$ cat config.mk
export PLATFORM = sky130hd
export DESIGN_NAME = fsync_top
export DESIGN_NICKNAME = d
export VERILOG_FILES = /design/src/fsync_pkg.sv /design/src/fsync_top.sv /design/src/fsync_regs.sv /design/src/fsync_root.sv /design/src/fsync_node.sv
export SDC_FILE = /design/constraint.sdc
export NUM_CORES = 1
export LEC_CHECK = 0
export ABC_AREA = 1
export BUFFER_PORTS_ARGS = -buffer_cell sky130_fd_sc_hd__buf_2
export CORE_MARGIN = 10
export CORE_UTILIZATION = 55
export CTS_CLUSTER_SIZE = 14
export DETAILED_ROUTE_END_ITERATION = 6
export PLACE_DENSITY = 0.77
export SLEW_MARGIN = 5
export SYNTH_ARGS = -nofsm -noshare
export SYNTH_HDL_FRONTEND = slang
export SYNTH_SLANG_ARGS = --single-unit
$ cat constraint.sdc
create_clock -name clk -period 4.25 [get_ports clk]
set_input_delay 0.85 -clock clk [delete_from_list [all_inputs] [get_ports clk]]
set_output_delay 0.85 -clock clk [all_outputs]
set_load 0.005 [all_outputs]
$ cat src/fsync_pkg.sv
// shared widths, node states and register map of the barrier tree, imported by every design file
package fsync_pkg;

  // barrier level field
  // up to 14 tree levels plus one overflow value
  localparam int LVL_W = 4;

  // wishbone word address and data
  localparam int WB_ADDR_W = 2;
  localparam int WB_DATA_W = 32;

  // barrier counter and cycle timer
  localparam int CNT_W = 32;

  // tree node states
  typedef enum logic [1:0] {
    // collecting both children
    ST_IDLE,
    // level forwarded up, waiting for the answer
    ST_WAIT_PARENT,
    // one cycle of ack towards both children
    ST_ANSWER
  } node_state_e;

  // register word addresses
  typedef enum logic [WB_ADDR_W-1:0] {
    // bit 0 enables both counters
    REG_CTRL     = 2'd0,
    // bit 0 is the sticky overflow error, write 1 to clear
    REG_STATUS   = 2'd1,
    // error-free tile acks, read only
    REG_BARRIERS = 2'd2,
    // free-running cycle timer, read only
    REG_CYCLES   = 2'd3
  } reg_addr_e;

endpackage
$ cat src/fsync_top.sv
// barrier tree top level, builds the node levels, the root and the registers for the tile grid
`timescale 1ns/1ps

module fsync_top
  import fsync_pkg::*;
#(
  // tree depth, 2**LEVELS tiles
  parameter int LEVELS = 3
) (
  input  logic                          clk,
  input  logic                          rst_i,
  // tile ports
  input  logic [2**LEVELS-1:0]            sync_req_i,
  input  logic [2**LEVELS-1:0][LVL_W-1:0] sync_lvl_i,
  output logic [2**LEVELS-1:0]            sync_ack_o,
  output logic [2**LEVELS-1:0]            sync_err_o,
  // wishbone classic slave
  input  logic                          wb_cyc_i,
  input  logic                          wb_stb_i,
  input  logic                          wb_we_i,
  input  logic [WB_ADDR_W-1:0]          wb_adr_i,
  input  logic [WB_DATA_W-1:0]          wb_dat_i,
  output logic [WB_DATA_W-1:0]          wb_dat_o,
  output logic                          wb_ack_o
);

  localparam int N_TILES = 2**LEVELS;
  // tile ports, every node parent port, and the root port
  localparam int N_LNK   = 2*N_TILES - 1;

  // links stored level after level, tiles first
  // port level p starts at 2*N_TILES - 2*(N_TILES >> p)
  logic [N_LNK-1:0]            lnk_req;
  logic [N_LNK-1:0][LVL_W-1:0] lnk_lvl;
  logic [N_LNK-1:0]            lnk_ack;
  logic [N_LNK-1:0]            lnk_err;

  logic             enable;
  logic             err_clr;
  logic             err_flag;
  logic [CNT_W-1:0] barriers;
  logic [CNT_W-1:0] cycles;

  assign lnk_req[N_TILES-1:0] = sync_req_i;
  assign lnk_lvl[N_TILES-1:0] = sync_lvl_i;
  assign sync_ack_o           = lnk_ack[N_TILES-1:0];
  assign sync_err_o           = lnk_err[N_TILES-1:0];

  for (genvar l = 1; l <= LEVELS; l++) begin : gen_lvl
    // first child link and first parent link of this level
    localparam int CB = 2*N_TILES - 2*(N_TILES >> (l-1));
    localparam int PB = 2*N_TILES - 2*(N_TILES >> l);
    for (genvar j = 0; j < (N_TILES >> l); j++) begin : gen_node
      fsync_node #(
        .NODE_LVL    ( l )
      ) node_i (
        .clk         ( clk                        ),
        .rst_i       ( rst_i                      ),
        .child_req_i ( lnk_req[CB+2*j+1:CB+2*j]   ),
        .child_lvl_i ( lnk_lvl[CB+2*j+1:CB+2*j]   ),
        .child_ack_o ( lnk_ack[CB+2*j+1:CB+2*j]   ),
        .child_err_o ( lnk_err[CB+2*j+1:CB+2*j]   ),
        .par_req_o   ( lnk_req[PB+j]              ),
        .par_lvl_o   ( lnk_lvl[PB+j]              ),
        .par_ack_i   ( lnk_ack[PB+j]              ),
        .par_err_i   ( lnk_err[PB+j]              )
      );
    end
  end

  // root sits on the last link
  fsync_root #(
    .LEVELS     ( LEVELS )
  ) root_i (
    .clk        ( clk                   ),
    .rst_i      ( rst_i                 ),
    .req_i      ( lnk_req[N_LNK-1]      ),
    .lvl_i      ( lnk_lvl[N_LNK-1]      ),
    .ack_o      ( lnk_ack[N_LNK-1]      ),
    .err_o      ( lnk_err[N_LNK-1]      ),
    .enable_i   ( enable                ),
    .err_clr_i  ( err_clr               ),
    .tile_ack_i ( lnk_ack[N_TILES-1:0]  ),
    .tile_err_i ( lnk_err[N_TILES-1:0]  ),
    .err_flag_o ( err_flag              ),
    .barriers_o ( barriers              ),
    .cycles_o   ( cycles                )
  );

  fsync_regs regs_i (
    .clk        ( clk      ),
    .rst_i      ( rst_i    ),
    .wb_cyc_i   ( wb_cyc_i ),
    .wb_stb_i   ( wb_stb_i ),
    .wb_we_i    ( wb_we_i  ),
    .wb_adr_i   ( wb_adr_i ),
    .wb_dat_i   ( wb_dat_i ),
    .wb_dat_o   ( wb_dat_o ),
    .wb_ack_o   ( wb_ack_o ),
    .enable_o   ( enable   ),
    .err_clr_o  ( err_clr  ),
    .err_flag_i ( err_flag ),
    .barriers_i ( barriers ),
    .cycles_i   ( cycles   )
  );

endmodule

$ cat src/fsync_regs.sv
// wishbone classic slave registers that enable the counters and read back the tree status
`timescale 1ns/1ps

module fsync_regs
  import fsync_pkg::*;
(
  input  logic                 clk,
  input  logic                 rst_i,
  // wishbone classic slave
  input  logic                 wb_cyc_i,
  input  logic                 wb_stb_i,
  input  logic                 wb_we_i,
  input  logic [WB_ADDR_W-1:0] wb_adr_i,
  input  logic [WB_DATA_W-1:0] wb_dat_i,
  output logic [WB_DATA_W-1:0] wb_dat_o,
  output logic                 wb_ack_o,
  // root side
  output logic                 enable_o,
  output logic                 err_clr_o,
  input  logic                 err_flag_i,
  input  logic [CNT_W-1:0]     barriers_i,
  input  logic [CNT_W-1:0]     cycles_i
);

  reg_addr_e            addr;
  logic                 access;
  logic                 wr;
  logic                 ack_q;
  logic                 en_q;
  logic                 clr_q;
  logic [WB_DATA_W-1:0] rdata;
  logic [WB_DATA_W-1:0] dat_q;

  assign addr = reg_addr_e'(wb_adr_i);

  // new access only while no ack is out
  // keeps every ack a single cycle
  assign access = wb_cyc_i & wb_stb_i & ~ack_q;
  assign wr     = access & wb_we_i;

  // read mux
  always_comb begin
    rdata = '0;
    case (addr)
      REG_CTRL:     rdata[0] = en_q;
      REG_STATUS:   rdata[0] = err_flag_i;
      REG_BARRIERS: rdata = WB_DATA_W'(barriers_i);
      REG_CYCLES:   rdata = WB_DATA_W'(cycles_i);
      default:      rdata = '0;
    endcase
  end

  always_ff @(posedge clk) begin
    if (rst_i) begin
      ack_q <= 1'b0;
      en_q  <= 1'b0;
      clr_q <= 1'b0;
    end else begin
      ack_q <= access;
      // write 1 to clear, as a one-cycle pulse
      clr_q <= wr & (addr == REG_STATUS) & wb_dat_i[0];
      if (wr && (addr == REG_CTRL)) begin
        en_q <= wb_dat_i[0];
      end
    end
  end

  // read data lands together with the ack
  always_ff @(posedge clk) begin
    if (access) begin
      dat_q <= rdata;
    end
  end

  assign wb_ack_o  = ack_q;
  assign wb_dat_o  = dat_q;
  assign enable_o  = en_q;
  assign err_clr_o = clr_q;

endmodule

$ cat src/fsync_root.sv
// root end of the barrier tree, answers overflow requests and keeps the error flag and counters
`timescale 1ns/1ps

module fsync_root
  import fsync_pkg::*;
#(
  // tree depth below the root
  parameter int LEVELS = 3
) (
  input  logic                  clk,
  input  logic                  rst_i,
  // parent port of the top node
  input  logic                  req_i,
  input  logic [LVL_W-1:0]      lvl_i,
  output logic                  ack_o,
  output logic                  err_o,
  // register block side
  input  logic                  enable_i,
  input  logic                  err_clr_i,
  // tile answers, for the barrier count
  input  logic [2**LEVELS-1:0]  tile_ack_i,
  input  logic [2**LEVELS-1:0]  tile_err_i,
  output logic                  err_flag_o,
  output logic [CNT_W-1:0]      barriers_o,
  output logic [CNT_W-1:0]      cycles_o
);

  localparam int N_TILES = 2**LEVELS;

  logic             ack_q;
  logic             err_q;
  logic             flag_q;
  logic [CNT_W-1:0] bar_q;
  logic [CNT_W-1:0] cyc_q;
  logic [CNT_W-1:0] bar_inc;

  // one-cycle answer, a cycle after the request shows up
  always_ff @(posedge clk) begin
    if (rst_i) begin
      ack_q <= 1'b0;
    end else begin
      ack_q <= req_i & ~ack_q;
    end
  end

  // top node closes LEVELS itself, anything arriving here asks for more
  always_ff @(posedge clk) begin
    if (req_i && !ack_q) begin
      err_q <= (lvl_i > LVL_W'(LEVELS));
    end
  end

  assign ack_o = ack_q;
  assign err_o = ack_q & err_q;

  // sticky overflow flag, a new error wins over a clear
  always_ff @(posedge clk) begin
    if (rst_i) begin
      flag_q <= 1'b0;
    end else if (ack_q && err_q) begin
      flag_q <= 1'b1;
    end else if (err_clr_i) begin
      flag_q <= 1'b0;
    end
  end

  // error-free tile acks in this cycle
  always_comb begin
    bar_inc = '0;
    for (int t = 0; t < N_TILES; t++) begin
      bar_inc = bar_inc + CNT_W'(tile_ack_i[t] & ~tile_err_i[t]);
    end
  end

  // both counters frozen while disabled
  always_ff @(posedge clk) begin
    if (rst_i) begin
      bar_q <= '0;
      cyc_q <= '0;
    end else if (enable_i) begin
      bar_q <= bar_q + bar_inc;
      cyc_q <= cyc_q + CNT_W'(1);
    end
  end

  assign err_flag_o = flag_q;
  assign barriers_o = bar_q;
  assign cycles_o   = cyc_q;

endmodule

$ cat src/fsync_node.sv
// one barrier tree node joining two child request ports into one parent port, stacked by fsync_top
`timescale 1ns/1ps

module fsync_node
  import fsync_pkg::*;
#(
  // level at which this node closes a barrier
  parameter int NODE_LVL = 1
) (
  input  logic                  clk,
  input  logic                  rst_i,
  // child side, one port per subtree
  input  logic [1:0]            child_req_i,
  input  logic [1:0][LVL_W-1:0] child_lvl_i,
  output logic [1:0]            child_ack_o,
  output logic [1:0]            child_err_o,
  // parent side
  output logic                  par_req_o,
  output logic [LVL_W-1:0]      par_lvl_o,
  input  logic                  par_ack_i,
  input  logic                  par_err_i
);

  node_state_e           state_q;
  node_state_e           state_d;
  logic [1:0]            req_q;
  logic [1:0][LVL_W-1:0] lvl_q;
  logic                  err_q;
  logic                  both_pend;
  logic                  lvl_same;
  logic                  lvl_own;
  logic                  lvl_above;
  logic                  fwd_ok;
  logic                  par_done;

  // registered view of the children
  // an answered child is dropped at once, it lowers its request a cycle later
  always_ff @(posedge clk) begin
    if (rst_i) begin
      req_q <= '0;
    end else begin
      req_q <= child_req_i & ~child_ack_o;
    end
  end

  // levels are held by the child with its request
  always_ff @(posedge clk) begin
    lvl_q <= child_lvl_i;
  end

  // early child just sits in req_q until the sibling shows up
  assign both_pend = &req_q;
  assign lvl_same  = (lvl_q[0] == lvl_q[1]);
  assign lvl_own   = (lvl_q[0] == LVL_W'(NODE_LVL));
  assign lvl_above = (lvl_q[0] > LVL_W'(NODE_LVL));

  // both agree on a higher level
  assign fwd_ok = lvl_same & lvl_above;

  // parent answer while forwarding
  assign par_done = (state_q == ST_WAIT_PARENT) & par_ack_i;

  always_comb begin
    state_d = state_q;
    case (state_q)
      ST_IDLE: begin
        if (both_pend) begin
          // own level or a disagreement is answered here
          if (fwd_ok) begin
            state_d = ST_WAIT_PARENT;
          end else begin
            state_d = ST_ANSWER;
          end
        end
      end
      ST_WAIT_PARENT: begin
        if (par_ack_i) begin
          state_d = ST_IDLE;
        end
      end
      ST_ANSWER: begin
        state_d = ST_IDLE;
      end
      default: begin
        state_d = ST_IDLE;
      end
    endcase
  end

  always_ff @(posedge clk) begin
    if (rst_i) begin
      state_q <= ST_IDLE;
    end else begin
      state_q <= state_d;
    end
  end

  // local verdict, only read in ST_ANSWER
  // error on unequal levels or a level below this node
  always_ff @(posedge clk) begin
    if ((state_q == ST_IDLE) && both_pend) begin
      err_q <= ~(lvl_same & lvl_own);
    end
  end

  // request upward for the whole wait
  assign par_req_o = (state_q == ST_WAIT_PARENT);
  assign par_lvl_o = lvl_q[0];

  // own answer lasts one cycle
  // parent answer passes straight down in the same cycle
  assign child_ack_o = {2{(state_q == ST_ANSWER) | par_done}};
  assign child_err_o = {2{((state_q == ST_ANSWER) & err_q) | (par_done & par_err_i)}};

endmodule

Yosys cells after proc, flatten, opt, wreduce, memory -nomap -nowiden
Cells that the tools add are included.
Operators by class
  muxes and demuxes: 29
  reduce and logical (&&, ||, !) cells: 34
  magnitude comparators: 7
  $add $sub $neg: 9
  bitwise logic cells: 87
  equal/unequal tests: 45
Operator list (number)
  $add A32 B32 Y32: 8
  $and A1 B32 Y32: 4
  $not A1 Y32: 4
  $pmux W31 S2: 1
  $and A1 B1 Y1: 42
  $mux W2: 18
  $add A32 B1 Y32 const B: 1
  $eq A4 B4 Y1: 7
  $pmux W2 S2: 7
  $reduce_and A2 Y1: 14
  $eq A2 B2 Y1 const B: 9
  $eq A2 B1 Y1 const B: 8
  $eq A4 B1 Y1 const B: 4
  $gt A4 B1 Y1 const B: 4
  $logic_not A2 Y1: 8
  $and A2 B2 Y2: 7
  $ne A2 B1 Y1 const B: 7
  $ne A2 B2 Y1 const B: 7
  $not A2 Y2: 7
  $or A1 B1 Y1: 14
  $eq A4 B2 Y1 const B: 3
  $gt A4 B2 Y1 const B: 3
  $logic_and A1 B1 Y1: 10
  $not A1 Y1: 9
  other kinds (4): 5
Storage, ports and cells
  logic and storage cells: 255
  bits of input ports: 79
  register bits after elaboration: 193
  output and inout port bits: 49

Logic depth before layout (Yosys ltp)
Gate-level depths: netlist (run 1).
  depth in word-level cells: 18
  mapped depth: 23
  depth with buffers taken out: 23

Hierarchy
A second synthesis (run 1) with hierarchy kept.
Unflattened totals
  cell total of the unflattened synthesis: 1191
  area total of the unflattened synthesis: 9296.4 um2
Modules (own cells, without submodules)
  fsync_root: sequential area each 1351.3 um2, area an instance 3990.1 um2, times used 1, cells each 608
  fsync_node (gen_lvl[1].gen_node[0].node_i ...): sequential area each 270.3 um2, area an instance 545.5 um2, times used 5, cells each 69
  fsync_regs: sequential area each 1021.0 um2, area an instance 1507.7 um2, times used 1, cells each 98
  fsync_node (gen_lvl[2].gen_node[0].node_i ...): sequential area each 270.3 um2, area an instance 535.5 um2, times used 2, cells each 70

Worst setup path after synthesis (run 1)
Ideal clock, no wire load.
  kind: flip-flop to flip-flop
  start: register gen_lvl[3].gen_node[0].node_i.state_q[1]
  end: register root_i.bar_q[16], in the netlist root_i.barriers_o[16]
  arrival: 3.420 ns
  library setup time: 0.119 ns
  slack: 0.710 ns
  cell stages (with the launch flop): 24
  path buffers: 0
  data required time: 4.131 ns
  period minus slack after synthesis: 3.540 ns
  cell sequence: dfxtp_1 inv_1 nand3_1 nand2_1 nand2_1 nand2_1 nand3_1 o21ai_0 nand3_1 fa_1 inv_1 ha_1 inv_1 fa_1 inv_1 nand3_1 nand2_1 nand2_1 nor2_1 nand2_1 nor2_1 nand2_1 o21ai_0 a21oi_1
Between the ends
  elaborated cells between the ends (all ways): 47
  those cells by class: add/sub (8); eq/ne (2); bitwise (37)
RTL lines
  start, declared: line fsync_node.sv:24  | node_state_e state_q;
  start signal, assigned: line fsync_node.sv:94  | state_q <= state_d;
  $eq A2 B1 Y1: line fsync_node.sv:61  | assign par_done = (state_q == ST_WAIT_PARENT) & par_ack_i;
  $and A1 B1 Y1: line fsync_node.sv:61
  $or A1 B1 Y1 *: line fsync_node.sv:112  | assign child_ack_o = {2{(state_q == ST_ANSWER) | par_done}};
  $and A1 B1 Y1 *: line fsync_node.sv:61
  $or A1 B1 Y1 *: line fsync_node.sv:112
  $and A1 B1 Y1 *: line fsync_node.sv:61
  $or A1 B1 Y1 *: line fsync_node.sv:112
  net sync_ack_o[0]: line fsync_top.sv:15  | output logic [2**LEVELS-1:0] sync_ack_o,
  $and A1 B32 Y32 *: line fsync_root.sv:71  | bar_inc = bar_inc + CNT_W'(tile_ack_i[t] & ~tile_err_i[t]);
  $add A32 B32 Y32 * (7 in a row): line fsync_root.sv:71
  $add A32 B32 Y32 *: line fsync_root.sv:81  | bar_q <= bar_q + bar_inc;
  end signal, assigned: line fsync_root.sv:81
  end, declared: line fsync_root.sv:33  | logic [CNT_W-1:0] bar_q;
The timed path passes the listed nets; every way through them passes the cells marked *.
A chain may end at the register's enable or synchronous reset.

Final worst setup path (run 1)
  start: register gen_lvl[3].gen_node[0].node_i.state_q[1]
  end: register root_i.bar_q[16], in the netlist root_i.barriers_o[16]
Between the ends
  longest elaborated chain between the ends: 18
  elaborated cells between the ends (all ways): 47
  those cells by class: add/sub (8); eq/ne (2); bitwise (37)
Ends and longest elaborated chain
  $eq A2 B1 Y1: line fsync_node.sv:61
  $and A1 B1 Y1: line fsync_node.sv:61
  $or A1 B1 Y1 / $and A1 B1 Y1 (equally long branches): line fsync_node.sv:112, fsync_node.sv:113
  $and A1 B1 Y1 / $or A1 B1 Y1 (equally long branches): line fsync_node.sv:61, fsync_node.sv:113
  $or A1 B1 Y1 / $and A1 B1 Y1 (equally long branches): line fsync_node.sv:112, fsync_node.sv:113
  $and A1 B1 Y1 / $or A1 B1 Y1 (equally long branches): line fsync_node.sv:61, fsync_node.sv:113
  $and A1 B1 Y1: line fsync_node.sv:113  | assign child_err_o = {2{((state_q == ST_ANSWER) & err_q) | (par_done & par_err_i)}};
  $or A1 B1 Y1: line fsync_node.sv:113
  $not A1 Y32: line fsync_root.sv:71
  $and A1 B32 Y32: line fsync_root.sv:71
  $add A32 B32 Y32 (6 in a row): line fsync_root.sv:71
  $add A32 B32 Y32 *: line fsync_root.sv:71
  $add A32 B32 Y32 *: line fsync_root.sv:81
Mark *: on every way between the ends. The rest lies on a longest branch, timed or not.

==> flow_summary.toml, run 1 <==
[clocking]
clock_latency_ps = 440
cts_num_sinks = 193
cts_hold_buffers = 0
htreeDepth = 4
cts_setup_buffers = 0
post_cts_resized = 0
cts_buffer_depth = 2
cts_buffers = 17
clk_pin_slew_ps = 80
cts-root-buf = "clkbuf_16"
cts_tree = "done"

[placement]
routabilityCongestion = 0.911
pre_cts_slack_ps = 363
hpwl_um = 13200
io_buffers = 96
place_inst = 1218
placed_area_um2 = 8720

[synthesis]
synth_ff_type = "dfxtp_1"
syn_area_um2 = 8090
syn_nets = 1047
syn_area_per_cell_um2 = 8.44
synth_edf_count = 40
synth_seq_cells = 193
async_reset_ff_share_pct = 0
yosysSeqAreaShare_pct = 52.7
synth_warnings = 0
synthCells = 958
synth.distinct_cells = 39

[detailed_routing]
vias = 6436
drtIter0Drc = 363
ant_nets = 0
dr.pass1.iters = 5
drc_errors = 0
viasPerCell = 5.15
routed_wl_um = 18000
routedWlPerCell_um = 14.4

[floorplan]
io_pins = 128
coreArea_um2 = 14500
die_w_um = 141
die_area_um2 = 20000
die_h_um = 141
row_count = 44
start_util_pct = 55.8

[final_layout]
drive_gt1_share_pct = 15.7
diodes = 0
fin_nets = 1142
layout_common_cells = "177 x nand2_1, 153 x dfxtp_1, 125 x inv_1"
synthToLayoutAreaGrowth_pct = 15.2
final_common_cell = "nand2_1"
fin_area_um2 = 9320
fin_cells = 1250

[global_route]
grt_pass1_vias = 6410
grtUsageTotal_pct = 18.4
grt_first_pass_wirelength_um = 29700
grt_overflow = 0
antenna_found_initial = 0
grt_max_degree = 47

[worst_setup_path]
path_cells = "inv_1 -> nand3_1 -> nand2_1 -> nand2_1 -> nand2_1 -> nand3_1 -> o21ai_0 -> nand3_1 -> fa_1 -> inv_1 -> ha_1 -> inv_1 -> fa_1 -> inv_1 -> nand3_1 -> nand2_1 -> nand2_1 -> nor2_1 -> nand2_1 -> nor2_2 -> nand2_1 -> o21ai_0 -> a21oi_1"
critPathKind = "reg2reg"
cp_num_buf_inv = 4
endpoint_kind = "flop"
r2r_setup_slack_ps = 370
cpPeakStageDelay_ps = 560
crit_family = "simple AND/OR/NAND/NOR gates"
arrival_ps = 4200
crit_path_top_delay_cell = "fa_1"
cp-start-kind = "flop"
path_common_cell = "nand2_1"
required_ps = 4580
cp_max_fo = 5

[timing]
rsz0062_at_grt = "false"
fin_setup_tns_ps = 0
relSlewSlack_pct = 38.2
fin_ws_ps = 373
final.setup_skew_ps = 12.3
period_share_pct = 91.2
final-setup-viol-count = 0
maxSlewViolCount = 0
hold_violations = 0
fmax_mhz = 258
min_period_ps = 3880
hold_ws_ps = 377
worst_pin_slew_ps = 924

[power_and_ir_drop]
leakagePower_nw = 3.79
ir_drop_mv = 0.367
power.density_nw_per_um2 = 392

[job]
cap_violations = 0

[worst_hold_path]
hold_path_class = "reg2reg"

[run_status]
outcome = "completed"
metrics by stage:
step / util (%) / power [mW]
finish: 64.3 / 3.65
global route: 64.3 / 3.77
CTS: 64.3 / 3.68
detailed placement: 60.2 / 2.11
global placement: 60.2 / 2.10
floorplan: - / 2.05
layer usage:
metal | global-route usage [%] | wire, µm | vias up
li1 | - | - | 3323
met1 | 20.6 | 7570 | 2926
met2 | 32.3 | 9070 | 157
met3 | 4.70 | 960 | 30
met4 | 7.88 | 379 | 0
met5 | 0 | 0 | -
cell type report:
type,instances,area [µm²]
clock buffers,20,468
multi-input cells,608,3200
well taps,184,230
repair buffers,104,541
clock inverters,12,128
flip-flops and latches,193,4260
inverters,129,484
fillers,1223,5160
power by group:
group	total [mW]	switching (mW)	internal, mW
clock	1.59	0.750	0.837
sequential	1.93	0.0238	1.91
combinational	0.132	0.0772	0.0548
total	3.65	0.851	2.80
synthesized netlist by cell type (all sizes together) (2+ instances only):
cell      n  area, µm²
a21oi    43        215
a31oi     2       12.5
buf      13       85.1
clkbuf   15       56.3
dfxtp   153       3060
edfxtp   40       1200
fa        2       40.0
ha        8        100
inv     129        484
nand2   184        718
nand3    62        315
nand3b    3       22.5
nand4    19        134
nor2    100        432
nor3     50        308
nor4      7       43.8
o211ai    2       15.0
o21ai    52        260
o22ai    23        144
or3       2       12.5
xnor2    15        131
xor2     30        263
registers in the layout, indices dropped and copies added, names as in the netlist, 7 cells and up:
| signal | count |
|---|---|
| regs_i.wb_dat_o | 32 |
| root_i.barriers_o | 32 |
| root_i.cycles_o | 32 |
| gen_lvl.gen_node.node_i.lvl_q | 28 |
| gen_lvl.gen_node.node_i.par_lvl_o | 28 |
| gen_lvl.gen_node.node_i.req_q | 14 |
| gen_lvl.gen_node.node_i.state_q | 14 |
| gen_lvl.gen_node.node_i.err_q | 7 |
worst paths after layout:
check	from	end	cells after the start
worst max-delay path	gen_lvl[3].gen_node[0].node_i.state_q[1]$_SDFFE_PP0P_	root_i.barriers_o[16]$_SDFFE_PP0P_	23
worst min-delay path	gen_lvl[1].gen_node[3].node_i.par_lvl_o[0]$_DFF_P_	gen_lvl[2].gen_node[1].node_i.lvl_q[4]$_DFF_P_	0
worst max register to register	gen_lvl[3].gen_node[0].node_i.state_q[1]$_SDFFE_PP0P_	root_i.barriers_o[16]$_SDFFE_PP0P_	23
worst min register to register	gen_lvl[1].gen_node[3].node_i.par_lvl_o[0]$_DFF_P_	gen_lvl[2].gen_node[1].node_i.lvl_q[4]$_DFF_P_	0
cell families (layout without fill, tap and decap cells):
family | Yosys count | count (layout) | synth area share [%]
AO/OA/AOI/OAI | 124 | 124 | 8.20
XOR/XNOR | 45 | 45 | 4.87
adder cells (fa/ha/maj) | 10 | 10 | 1.73
buffers and inverters | 157 | 265 | 7.74
flip-flops | 193 | 193 | 52.7
AND/OR/NAND/NOR | 429 | 429 | 24.7
No activity file was read; power rests on OpenSTA's default activity.
==> run 2, diff against run 1 <==
==> constraint.sdc (replaced) <==
create_clock -name clk -period 4.25 [get_ports clk]
set_input_delay 0.6375 -clock clk [delete_from_list [all_inputs] [get_ports clk]]
set_output_delay 0.6375 -clock clk [all_outputs]
set_load 0.005 [all_outputs]
==> run 2 against run 1 <==
- utilization rose by 0.14 points
- critical path type unchanged
- via count grew 2.5%
- highest routed layer unchanged
- clock skew shrank 2.4 ps
- critical path depth did not move
- die area stayed put
==> flow_summary.toml, run 2 (synthesis results as in run 1) <==
[run_status]
outcome = "completed"

[timing]
hold_ws_ps = 282
final.setup_skew_ps = 9.91
period_share_pct = 91.2
fmax_mhz = 258
worst_pin_slew_ps = 1160
fin_ws_ps = 375
min_period_ps = 3870
maxSlewViolCount = 0
relSlewSlack_pct = 22.6
rsz0062_at_grt = "false"
fin_setup_tns_ps = 0
final-setup-viol-count = 0
hold_violations = 0

[clocking]
cts_buffers = 17
htreeDepth = 4
cts-root-buf = "clkbuf_16"
clk_pin_slew_ps = 80
clock_latency_ps = 450
cts_buffer_depth = 2
cts_num_sinks = 193
cts_tree = "done"

[detailed_routing]
dr.pass1.iters = 5
routedWlPerCell_um = 14.7
ant_nets = 0
viasPerCell = 5.28
drtIter0Drc = 391
vias = 6595
routed_wl_um = 18300
drc_errors = 0

[final_layout]
final_common_cell = "nand2_1"
drive_gt1_share_pct = 15.7
fin_nets = 1141
utilization_pct = 64.5
fin_area_um2 = 9340
layout_common_cells = "177 x nand2_1, 153 x dfxtp_1, 125 x inv_1"
fin_cells = 1249
synthToLayoutAreaGrowth_pct = 15.5
diodes = 0

[power_and_ir_drop]
power.total_mw = 3.68
power.density_nw_per_um2 = 395
leakagePower_nw = 3.79
ir_drop_mv = 0.336

[placement]
io_buffers = 96
routabilityCongestion = 0.900
pre_cts_slack_ps = 376
placed_area_um2 = 8710
place_inst = 1217
hpwl_um = 13200

[floorplan]
start_util_pct = 55.8
io_pins = 128
coreArea_um2 = 14500
die_w_um = 141
die_area_um2 = 20000
row_count = 44
die_h_um = 141

[worst_hold_path]
whs_endpoint = "gen_lvl[1].gen_node[3].node_i.par_lvl_o[2]$_DFF_P_"
hold_depth = 1
hp-start = "sync_lvl_i[26]"
hold_path_class = "in2reg"

[job]
cap_violations = 0

[global_route]
grt_first_pass_wirelength_um = 29500
grtUsageTotal_pct = 18.3
grt_pass1_vias = 6403
grt_overflow = 0
grt_max_degree = 45
antenna_found_initial = 0

[worst_setup_path]
arrival_ps = 4210
cp_max_fo = 5
ff2ff_path_depth = 23
cp-start-kind = "flop"
endpoint_kind = "flop"
r2r_setup_slack_ps = 380
rr_endpoint = "root_i.barriers_o[16]$_SDFFE_PP0P_"
required_ps = 4580
critPathKind = "reg2reg"
r2r-start = "gen_lvl[3].gen_node[0].node_i.state_q[1]$_SDFFE_PP0P_"
## run 2: where the power goes
part           internal, mW  switching [mW]  leakage [nW]
Clock                 0.821           0.795         0.298
Sequential             1.91          0.0239          1.63
Combinational        0.0546          0.0792          1.86
## run 2: what timing repair did
action	in CTS	in global routing
setup buffers	0	0
gates resized for setup	0	1
hold buffers	0	0
endpoints found under the setup margin	0	1
## run 2: final cells by class
| cell class | instances | area (µm²) |
|---|---|---|
| Fill cell | 1235 | 5140 |
| Sequential cell | 193 | 4260 |
| Multi-Input combinational cell | 608 | 3200 |
| Clock inverter | 14 | 184 |
| Clock buffer | 18 | 439 |
| Timing Repair Buffer | 103 | 533 |
| Inverter | 129 | 484 |
| Tap cell | 184 | 230 |
## run 2: routing by layer
metal / track usage [%] / wire (µm) / share of wire [%] / up-vias
met5: 0 / 0 / 0 / -
met4: 8.37 / 452 / 2.5 / 0
met3: 4.74 / 1100 / 6.0 / 34
met2: 32.1 / 9150 / 50 / 215
met1: 20.2 / 7630 / 42 / 3020
li1: - / - / - / 3326
## run 2: how the worst max path moves through the flow
stage	startpoint	slack [ps]	cells past startpoint	endpoint
floorplan	gen_lvl[3].gen_node[0].node_i.state_q[1]$_SDFFE_PP0P_	710	23	root_i.barriers_o[16]$_SDFFE_PP0P_
global placement	gen_lvl[3].gen_node[0].node_i.state_q[1]$_SDFFE_PP0P_	460	23	root_i.barriers_o[16]$_SDFFE_PP0P_
detailed placement	gen_lvl[3].gen_node[0].node_i.state_q[1]$_SDFFE_PP0P_	380	23	root_i.barriers_o[16]$_SDFFE_PP0P_
CTS	gen_lvl[3].gen_node[0].node_i.state_q[1]$_SDFFE_PP0P_	330	23	root_i.barriers_o[16]$_SDFFE_PP0P_
global route	gen_lvl[3].gen_node[0].node_i.state_q[1]$_SDFFE_PP0P_	10	23	root_i.barriers_o[16]$_SDFFE_PP0P_
finish	gen_lvl[3].gen_node[0].node_i.state_q[1]$_SDFFE_PP0P_	380	23	root_i.barriers_o[16]$_SDFFE_PP0P_
## run 2: worst max-delay path, cell delays in order (launching register included)
cell and delay [ps]:
dfxtp_1 350, inv_1 60, nand3_1 120, nand2_1 180, nand2_1 70, nand2_1 150
nand3_1 90, o21ai_0 110, nand3_1 180, fa_1 560, inv_1 40, ha_1 290
inv_1 70, fa_1 460, inv_1 70, nand3_1 90, nand2_1 100, nand2_1 110
nor2_1 100, nand2_1 120, nor2_2 150, nand2_1 80, o21ai_0 150, a21oi_1 50
==> run 3, diff against run 2 <==
--- a/config.mk
+++ b/config.mk
@@ -7,11 +7,13 @@
 export LEC_CHECK = 0
 export ABC_AREA = 1
 export BUFFER_PORTS_ARGS = -buffer_cell sky130_fd_sc_hd__buf_2
+export CELL_PAD_IN_SITES_DETAIL_PLACEMENT = 1
+export CELL_PAD_IN_SITES_GLOBAL_PLACEMENT = 2
 export CORE_MARGIN = 10
-export CORE_UTILIZATION = 55
+export CORE_UTILIZATION = 34
 export CTS_CLUSTER_SIZE = 14
 export DETAILED_ROUTE_END_ITERATION = 6
-export PLACE_DENSITY = 0.77
+export PLACE_DENSITY = 0.79
 export SLEW_MARGIN = 5
 export SYNTH_ARGS = -nofsm -noshare
 export SYNTH_HDL_FRONTEND = slang
==> run 3 against run 2 <==
- setup slack worse by 78 ps
- non-clock buffer count is the same
- sequential power hardly changed
- utilization decreased by 24 points
- register-to-register slack worse by 80 ps
- first-iteration DRC count fell by 20%
- routed wire length up 23%
- die area is 52% higher
- fmax decreased by 2.0%
- hold slack better by 9.6 ps
- critical path type unchanged
==> flow_summary.toml, run 3 (synthesis results as in run 1) <==
[timing]
min_period_ps = 3950
final.setup_skew_ps = 10.2
final-setup-viol-count = 0
maxSlewViolCount = 0
rsz0062_at_grt = "false"
worst_pin_slew_ps = 1010
fmax_mhz = 253
relSlewSlack_pct = 32.6
period_share_pct = 93.0
hold_violations = 0
fin_setup_tns_ps = 0

[floorplan]
start_util_pct = 34.5
die_area_um2 = 30300
die_w_um = 174
die_h_um = 174
row_count = 56
coreArea_um2 = 23400
io_pins = 128

[final_layout]
synthToLayoutAreaGrowth_pct = 17.5
drive_gt1_share_pct = 15.9
final_common_cell = "nand2_1"
fin_nets = 1141
diodes = 0
utilization_pct = 40.6
fill_cells = 2854
layout_common_cells = "174 x nand2_1, 153 x dfxtp_1, 124 x inv_1"

[global_route]
grtUsageTotal_pct = 14.9
grt_first_pass_wirelength_um = 36200
antenna_found_initial = 0
grt_pass1_vias = 7043
grt_overflow = 0
grt_max_degree = 51

[clocking]
cts_buffers = 17
cts_setup_buffers = 0
cts_buffer_depth = 2
cts-root-buf = "clkbuf_16"
cts_num_sinks = 193
htreeDepth = 4
clock_latency_ps = 440
cts_tree = "done"
clk_pin_slew_ps = 80

[job]
cap_violations = 0

[run_status]
outcome = "completed"

[worst_setup_path]
crit_path_top_delay_cell = "fa_1"
cp_num_buf_inv = 4
cp_max_fo = 5
endpoint_kind = "flop"
cp-start-kind = "flop"
crit_family = "simple AND/OR/NAND/NOR gates"
critPathKind = "reg2reg"
required_ps = 4580
cpPeakStageDelay_ps = 570
arrival_ps = 4280
path_cells = "inv_1 -> nand3_1 -> nand2_2 -> nand2_1 -> nand2_2 -> nand3_1 -> o21ai_0 -> nand3_1 -> fa_1 -> inv_1 -> ha_1 -> inv_1 -> fa_1 -> inv_1 -> nand3_1 -> nand2_1 -> nand2_1 -> nor2_1 -> nand2_1 -> o21ai_0 -> a21oi_1"

[detailed_routing]
routedWlPerCell_um = 16.3
drc_errors = 0
viasPerCell = 4.74
drtIter0Drc = 311
dr.pass1.iters = 4
ant_nets = 0
vias = 6562
routed_wl_um = 22600

[power_and_ir_drop]
power.total_mw = 3.67
ir_drop_mv = 0.210
power.density_nw_per_um2 = 386
leakagePower_nw = 3.78

[placement]
hpwl_um = 17100
io_buffers = 96
routabilityCongestion = 0.792

[worst_hold_path]
hold_path_class = "in2reg"
-- run 3: changes by cell type in the layout (fill, tap and decap cells not counted), sizes merged --
| cell | delta |
|---|---|
| clkinv | +1 |
| clkbuf | -1 |
| clkinvlp | -1 |
-- run 3: per-stage QoR --
stage,std cells,instance area [µm²],setup WS (ps),hold slack (ps)
6_report,1383,9500,297,291
5_1_grt,1383,9500,5.59,264
4_1_cts,1383,9480,112,271
3_5_place_dp,1352,8900,169,373
3_3_place_gp,1352,8900,285,367
2_1_floorplan,958,8090,710,359
-- run 3: cell type report --
type	instances	area, µm²	share of cell area (%)
Clock buffer	17	425	4.48
Tap cell	319	399	4.20
Timing Repair Buffer	103	546	5.74
Inverter	129	484	5.10
Clock inverter	14	160	1.69
Multi-Input combinational cell	608	3220	33.9
Sequential cell	193	4260	44.9
-- run 3: where the power goes --
group	total (mW)	internal, mW	switching, mW
clock	1.59	0.788	0.802
sequential	1.94	1.91	0.0258
combinational	0.140	0.0558	0.0845
total	3.67	2.75	0.912
-- run 3: final timing paths --
check | end | depth (start not counted) | from | slack (ps)
hold reg to reg | gen_lvl[2].gen_node[1].node_i.par_lvl_o[2]$_DFF_P_ | 0 | gen_lvl[1].gen_node[2].node_i.par_lvl_o[2]$_DFF_P_ | 380
hold / removal | gen_lvl[1].gen_node[3].node_i.par_lvl_o[1]$_DFF_P_ | 1 | sync_lvl_i[25] | 290
setup / recovery | root_i.barriers_o[8]$_SDFFE_PP0P_ | 21 | gen_lvl[3].gen_node[0].node_i.state_q[1]$_SDFFE_PP0P_ | 300
setup reg to reg | root_i.barriers_o[8]$_SDFFE_PP0P_ | 21 | gen_lvl[3].gen_node[0].node_i.state_q[1]$_SDFFE_PP0P_ | 300
-- run 3: routing by layer --
metal | wire [µm] | track usage, % | vias up
met4 | 319 | 4.60 | 0
li1 | - | - | 3327
met2 | 11200 | 26.4 | 118
met3 | 785 | 3.10 | 19
met1 | 10200 | 17.7 | 3098
met5 | 0 | 0 | -
-- run 3: what timing repair did --
item | in CTS | in global routing
hold buffers | 0 | 0
gates resized for setup | 0 | 5
hold endpoints to repair | 0 | 0
setup endpoints to repair | 0 | 3
